===== config.mk =====
export PLATFORM = sky130hd
export DESIGN_NAME = wb_regfile
export DESIGN_NICKNAME = d
export VERILOG_FILES = /design/src/hw/rv_mem_pkg.sv /design/src/hw/wb_regfile.sv
export SDC_FILE = /design/constraint.sdc
export NUM_CORES = 1
export LEC_CHECK = 0
export BUFFER_PORTS_ARGS = -buffer_cell sky130_fd_sc_hd__buf_2
export CAP_MARGIN = 5
export CORE_ASPECT_RATIO = 1.4
export CORE_MARGIN = 1
export CORE_UTILIZATION = 38
export CTS_CLUSTER_SIZE = 12
export DETAILED_ROUTE_END_ITERATION = 8
export PLACE_DENSITY_LB_ADDON = 0.12
export REMOVE_ABC_BUFFERS = 1
export SYNTH_ARGS = -nofsm -noshare
export SYNTH_HDL_FRONTEND = slang
export SYNTH_SLANG_ARGS = --single-unit

===== constraint.sdc =====
create_clock -name i_clk -period 5.7 [get_ports i_clk]
set_input_delay 1.71 -clock i_clk [delete_from_list [all_inputs] [get_ports i_clk]]
set_output_delay 1.71 -clock i_clk [all_outputs]
set_load 0.005 [all_outputs]

===== src/hw/rv_mem_pkg.sv =====
/* widths, funct3 load/store codes and the write-back record of the MEM/WB end.
   rv32 only; stores decode funct3[1:0], loads decode all three bits */
`default_nettype none

package rv_mem_pkg;

	// ------------------------------------------------------------------
	// widths
	// ------------------------------------------------------------------
	localparam int XLEN     = 32;                 // data and address width
	localparam int NUM_REGS = 32;                 // integer register file
	localparam int REG_AW   = $clog2(NUM_REGS);   // 5 bit register index

	// ------------------------------------------------------------------
	// funct3 codes of the load/store instructions
	// ------------------------------------------------------------------
	localparam logic [2:0] F3_B  = 3'b000;    // lb / sb
	localparam logic [2:0] F3_H  = 3'b001;    // lh / sh
	localparam logic [2:0] F3_W  = 3'b010;    // lw / sw
	localparam logic [2:0] F3_BU = 3'b100;    // lbu
	localparam logic [2:0] F3_HU = 3'b101;    // lhu

	// ------------------------------------------------------------------
	// write-back record, 71 bits
	// ------------------------------------------------------------------
	// One record leaves the memory stage for every accepted request,
	// stores included. Only valid and reg_write carry meaning after
	// reset; the other fields are don't-care while valid is low.
	typedef struct packed {
		logic              valid;        // record present this cycle
		logic              reg_write;    // write final_out to rd
		logic [REG_AW-1:0] rd;           // destination register
		logic [XLEN-1:0]   pc;           // pc of the instruction
		logic [XLEN-1:0]   final_out;    // load data or alu result
	} wback_state_t;

endpackage

`default_nettype wire


===== src/hw/wb_regfile.sv =====
/* 32 x 32 register file written from the write-back record, one async read port.
   x0 reads zero; no write-to-read bypass */
`timescale 1ns/10ps
`default_nettype none

module wb_regfile (
	input  wire logic                          i_clk,
	input  wire logic                          i_reset,
	input  wire rv_mem_pkg::wback_state_t      i_wback_state,
	input  wire logic [rv_mem_pkg::REG_AW-1:0] i_rs,
	output logic      [rv_mem_pkg::XLEN-1:0]   o_rs_data
);

	logic [rv_mem_pkg::XLEN-1:0] regs [rv_mem_pkg::NUM_REGS];
	logic                        wr_en;      // qualified write strobe

	// ------------------------------------------------------------------
	// write port
	// ------------------------------------------------------------------
	assign wr_en = i_wback_state.valid && i_wback_state.reg_write &&
		(i_wback_state.rd != '0);                // x0 never written

	always_ff @(posedge i_clk) begin
		if (i_reset) begin
			for (int r = 0; r < rv_mem_pkg::NUM_REGS; r++) begin
				regs[r] <= '0;                       // architectural clear
			end
		end else if (wr_en) begin
			regs[i_wback_state.rd] <= i_wback_state.final_out;
		end
	end

	// ------------------------------------------------------------------
	// read port
	// ------------------------------------------------------------------
	// combinational, so a value written at an edge is visible right after it
	always_comb begin
		if (i_rs == '0) begin
			o_rs_data = '0;                          // hardwired zero
		end else begin
			o_rs_data = regs[i_rs];
		end
	end

endmodule

`default_nettype wire


Word-level counts from Yosys, hierarchy flattened. Memories as Yosys holds them, arrays and structs flattened. Index checks and enable logic that the tools add are counted. Widths: inputs -> output; s select.

Latch bits: 0. Memory bits (read-only): 0. Bits of input ports: 78. Bits in registers: 0. Memory bits (writable): 1024. Output and inout port bits: 32. Memories: 1.

Memories: regs (words 32, width 32, rd ports 1, clocked after memory_dff 0, wr ports 32, line wb_regfile.sv:14) `logic [rv_mem_pkg::XLEN-1:0] regs [rv_mem_pkg::NUM_REGS];`.

Equal/unequal tests: 0. Muxes and demuxes: 9. $mul: 0. Reductions and logical operators: 5. Bitwise operators: 0. Add/sub/neg operators: 0. Div/mod/pow operators: 0. Shifts and indexed selects: 0. $lt $le $gt $ge: 0.

Operator list (count): $mux 32 (2); $reduce_or 32->1 (1); $mux 1 (6); $logic_not 5->1 (1); $mux 5 (1); $reduce_bool 5->1 (1); $logic_and 1x1->1 (2).

Longest topological paths before layout.
Word-level depth: 7. Mapped depth: 7. Gate-level depth less buffers: 4.

Worst setup path before layout. OpenSTA, ideal clock, no wires.

Path type: input to output. Start point: input i_rs[0] in the netlist's numbering. End point: output o_rs_data[10] in the netlist's numbering. Arrival: 2.981 ns. Path slack: 1.009 ns. Stages: 5. Required time: 3.990 ns. Cells stage by stage: buf_4 -> buf_2 -> mux4_1 -> a211oi_1 -> a311oi_1.

Cells in the longest elaborated chain, start to end: 2.

Ends and longest elaborated chain: start: declaration (line wb_regfile.sv:10) `input wire logic [rv_mem_pkg::REG_AW-1:0] i_rs,`; $mem_v2 32x32 or $logic_not 5->1 (tied branches); $mux 32 (*) (line wb_regfile.sv:38) `if (i_rs == '0) begin`; end: declaration (line wb_regfile.sv:11) `output logic [rv_mem_pkg::XLEN-1:0] o_rs_data`.

Mark *: on every way between the ends. The rest lies on a longest branch, timed or not.

Worst setup path after layout.
Start point: input i_rs[1] in the netlist's numbering. End point: output o_rs_data[28] in the netlist's numbering.

Same word-level chain as after synthesis.

==> qor.csv <==
stage,metric,value,unit
timing,fin_crit_sh,99.4,%
cells_and_area,largestRegisters,regs x1024,
logic_synthesis,synth_flop_cell,edfxtp_1,
logic_synthesis,synth_edf_count,1024,
outcome,status,"finished, final reports clean",
power,peakVddDrop,0.000233,V
critical_path,end_kind,output port,
timing,hold_viol_final,0,
logic_synthesis,postSynthCellCount,2955,
cts,post_cts_buffers,0,
critical_path,cp-start-kind,input port,
logic_synthesis,yosysSeqAreaShare,66.0,%
routing,firstDrtPassIters,5,
cells_and_area,fin_nets,3130,
cts,cts-buffers-inserted,101,
timing,period_minus_slack,5.67,ns
routing,wire_per_inst,30.7,microns
logic_synthesis,ys_ff_latch,1024,
timing,setup_viol,0,
critical_path,cpLargestDelayFamily,multiplexers,
critical_path,critical_path_arrival,3.96,ns
logic_synthesis,ys_warn_count,0,
timing,whs,1.70,ns
routing,num_vias,25692,
cells_and_area,final_cell_mix,"1,024 x edfxtp_1, 993 x and2_1, 220 x mux4_2",
placed_design,place.gp.congestion,0.815,
critical_path,critPathRequiredTime,3.99,ns
global_route,antenna_found_initial,11,
worst_hold_path,hp-class,in -> reg,
power,power_density,311,nW/um^2
cells_and_area,drive_gt1_share,22.8,%
cts,cts.sinks,1024,
routing,drtIter0Drc,2219,
routing,drc_errors,0,
logic_synthesis,syn_area,46600,sq um
critical_path,cp_max_fo,29,
cells_and_area,largest-register,regs,
power,p_leak,18.2,nW
flow_run,cap_violations,0,
timing,slew_violations,0,
cells_and_area,final_util,43.2,%
placed_design,dpl.hpwl,87100,microns
timing,tightest_slew,1.15,ns
timing,rsz0062_at_grt,false,
critical_path,critical_path_class,in -> out,
logic_synthesis,async_flop_share,0,%
cts,root_buffer,clkbuf_16,
floorplanning,dieHeight,416,microns
global_route,grt_overflow,0,
routing,routed_wl,145000,microns
floorplanning,initial_utilization,38.4,%
floorplanning,coreArea,121000,sq um
logic_synthesis,synth_top_area_share,66.0,%
floorplanning,ios,110,
worst_hold_path,hold_path.startpoint,i_reset,
cells_and_area,layout_commonest_cell,edfxtp_1,
worst_hold_path,hold_end,regs[0][23],
logic_synthesis,synth_cell_types,38,
floorplanning,dieArea,124000,sq um
cts,cts_tree,built,
routing,detail_route.vias_per_cell,5.45,
global_route,first_global_vias,26584,
cts,cts.path.max_buffers,3,
floorplanning,rows,151,
logic_synthesis,syn_avg_cell_area,15.8,sq um
critical_path,critPathMaxStageDelay,0.55,ns
cells_and_area,nFillCells,10863,
floorplanning,die_w,298,microns
worst_hold_path,min_path_cells,2,
global_route,grt_max_degree,47,
global_route,grt_pass1_wl,202000,microns
cts,h-tree-depth,3,
cells_and_area,largest_reg_flops,1024,
cells_and_area,areaGrowthSynthToFinish,12.6,%
logic_synthesis,synthTopCellsByArea,"edfxtp_1 66%, and2_1 13%, mux4_2 11%, clkbuf_1 1.8%, mux2i_1 1.4%",
timing,fmax,176,MHz
logic_synthesis,synth_top_area_cell,edfxtp_1,
routing,ant_nets,0,
cts,path_clk_slew,0.06,ns
critical_path,critPathBufInv,3,
placed_design,io_buffers,77,
critical_path,crit_start,i_rs[1],
critical_path,crit_chain,"buf_8, buf_12, mux4_2, mux2_2, o21ai_1, a311oi_1, buf_2",
timing,slew_headroom,23.3,%
global_route,grt_usage,23.3,%
critical_path,slowest_stage,mux4_2,
timing repair:
item                       4_1_cts  5_1_grt
pin swaps                        1        0
setup endpoints to repair        9        8
hold buffers                     0        0
gates resized for setup         10        6
gates cloned                     0        0
kinds of logic (layout without fill, tap and decap cells):
logic type             after synthesis  count (layout)  synth area share [%]
buffers and inverters              300             422                  3.08
other                                1              36               0.00805
AO/OA/AOI/OAI                      185             185                  2.85
flip-flops                        1024            1024                  66.0
AND/OR/NAND/NOR                   1125            1125                  15.1
multiplexers                       320             320                  13.0
power breakdown:
group / total, mW / switching, mW / leakage (nW) / internal, mW
combinational: 1.41 / 0.889 / 7.05 / 0.526
clock: 6.10 / 2.81 / 1.37 / 3.29
sequential: 8.77 / 0.0998 / 9.74 / 8.67
worst max-delay path by stage:
stage / endpoint / slack (ns) / cells past startpoint
finish: o_rs_data[28] / 0.03 / 7
global route: o_rs_data[10] / 0.007 / 8
CTS: o_rs_data[30] / -0.05 / 10
detailed placement: o_rs_data[30] / -0.48 / 10
global placement: o_rs_data[30] / -0.47 / 10
floorplan: o_rs_data[13] / 0.54 / 4
cell type report:
type	instances	area (sq um)	area share [%]
Antenna cell	4	10.0	0.0191
Clock buffer	131	2660	5.07
Clock inverter	28	168	0.320
Inverter	1	3.75	0.00716
Multi-Input combinational cell	1662	14700	28.1
Sequential cell	1024	30700	58.6
Tap cell	1606	2010	3.83
Timing Repair Buffer	262	2120	4.04
synthesized netlist by cell type (2+ instances only):
cell type / number
a211oi_1: 32
a221oi_1: 25
a22oi_1: 32
a311oi_1: 32
and2_1: 993
buf_2: 35
buf_4: 21
buf_6: 21
clkbuf_1: 218
edfxtp_1: 1024
mux2_2: 32
mux2i_1: 64
mux4_1: 4
mux4_2: 220
nand2_1: 16
nand2b_1: 3
nand3_1: 2
nand3b_1: 3
nand3b_4: 2
nor2_1: 26
nor2b_1: 33
nor3_2: 10
o2111ai_1: 7
o21ai_0: 2
o21ai_1: 55
or2_2: 31
through the flow:
stage               instance area, sq um  setup TNS [ns]  cells  setup slack, ns  power, mW
floorplan                          45300               0   2687            0.540       9.47
finish                             52400               0   4718           0.0320       16.3
detailed placement                 49500           -1.41   4555           -0.483       10.4
CTS                                52400         -0.0452   4714          -0.0452       16.4
global route                       52400               0   4715          0.00708       16.7
global placement                   49500           -1.35   4555           -0.468       10.3
layer usage:
metal / track usage (%) / up-vias / share of wire [%]
met1: 29.0 / 13667 / 39
met5: 0 / - / 0.032
met4: 7.97 / 8 / 3.1
met3: 3.54 / 167 / 5.7
met2: 41.0 / 790 / 52
li1: - / 11060 / -
(Power assumes the default switching activity.)
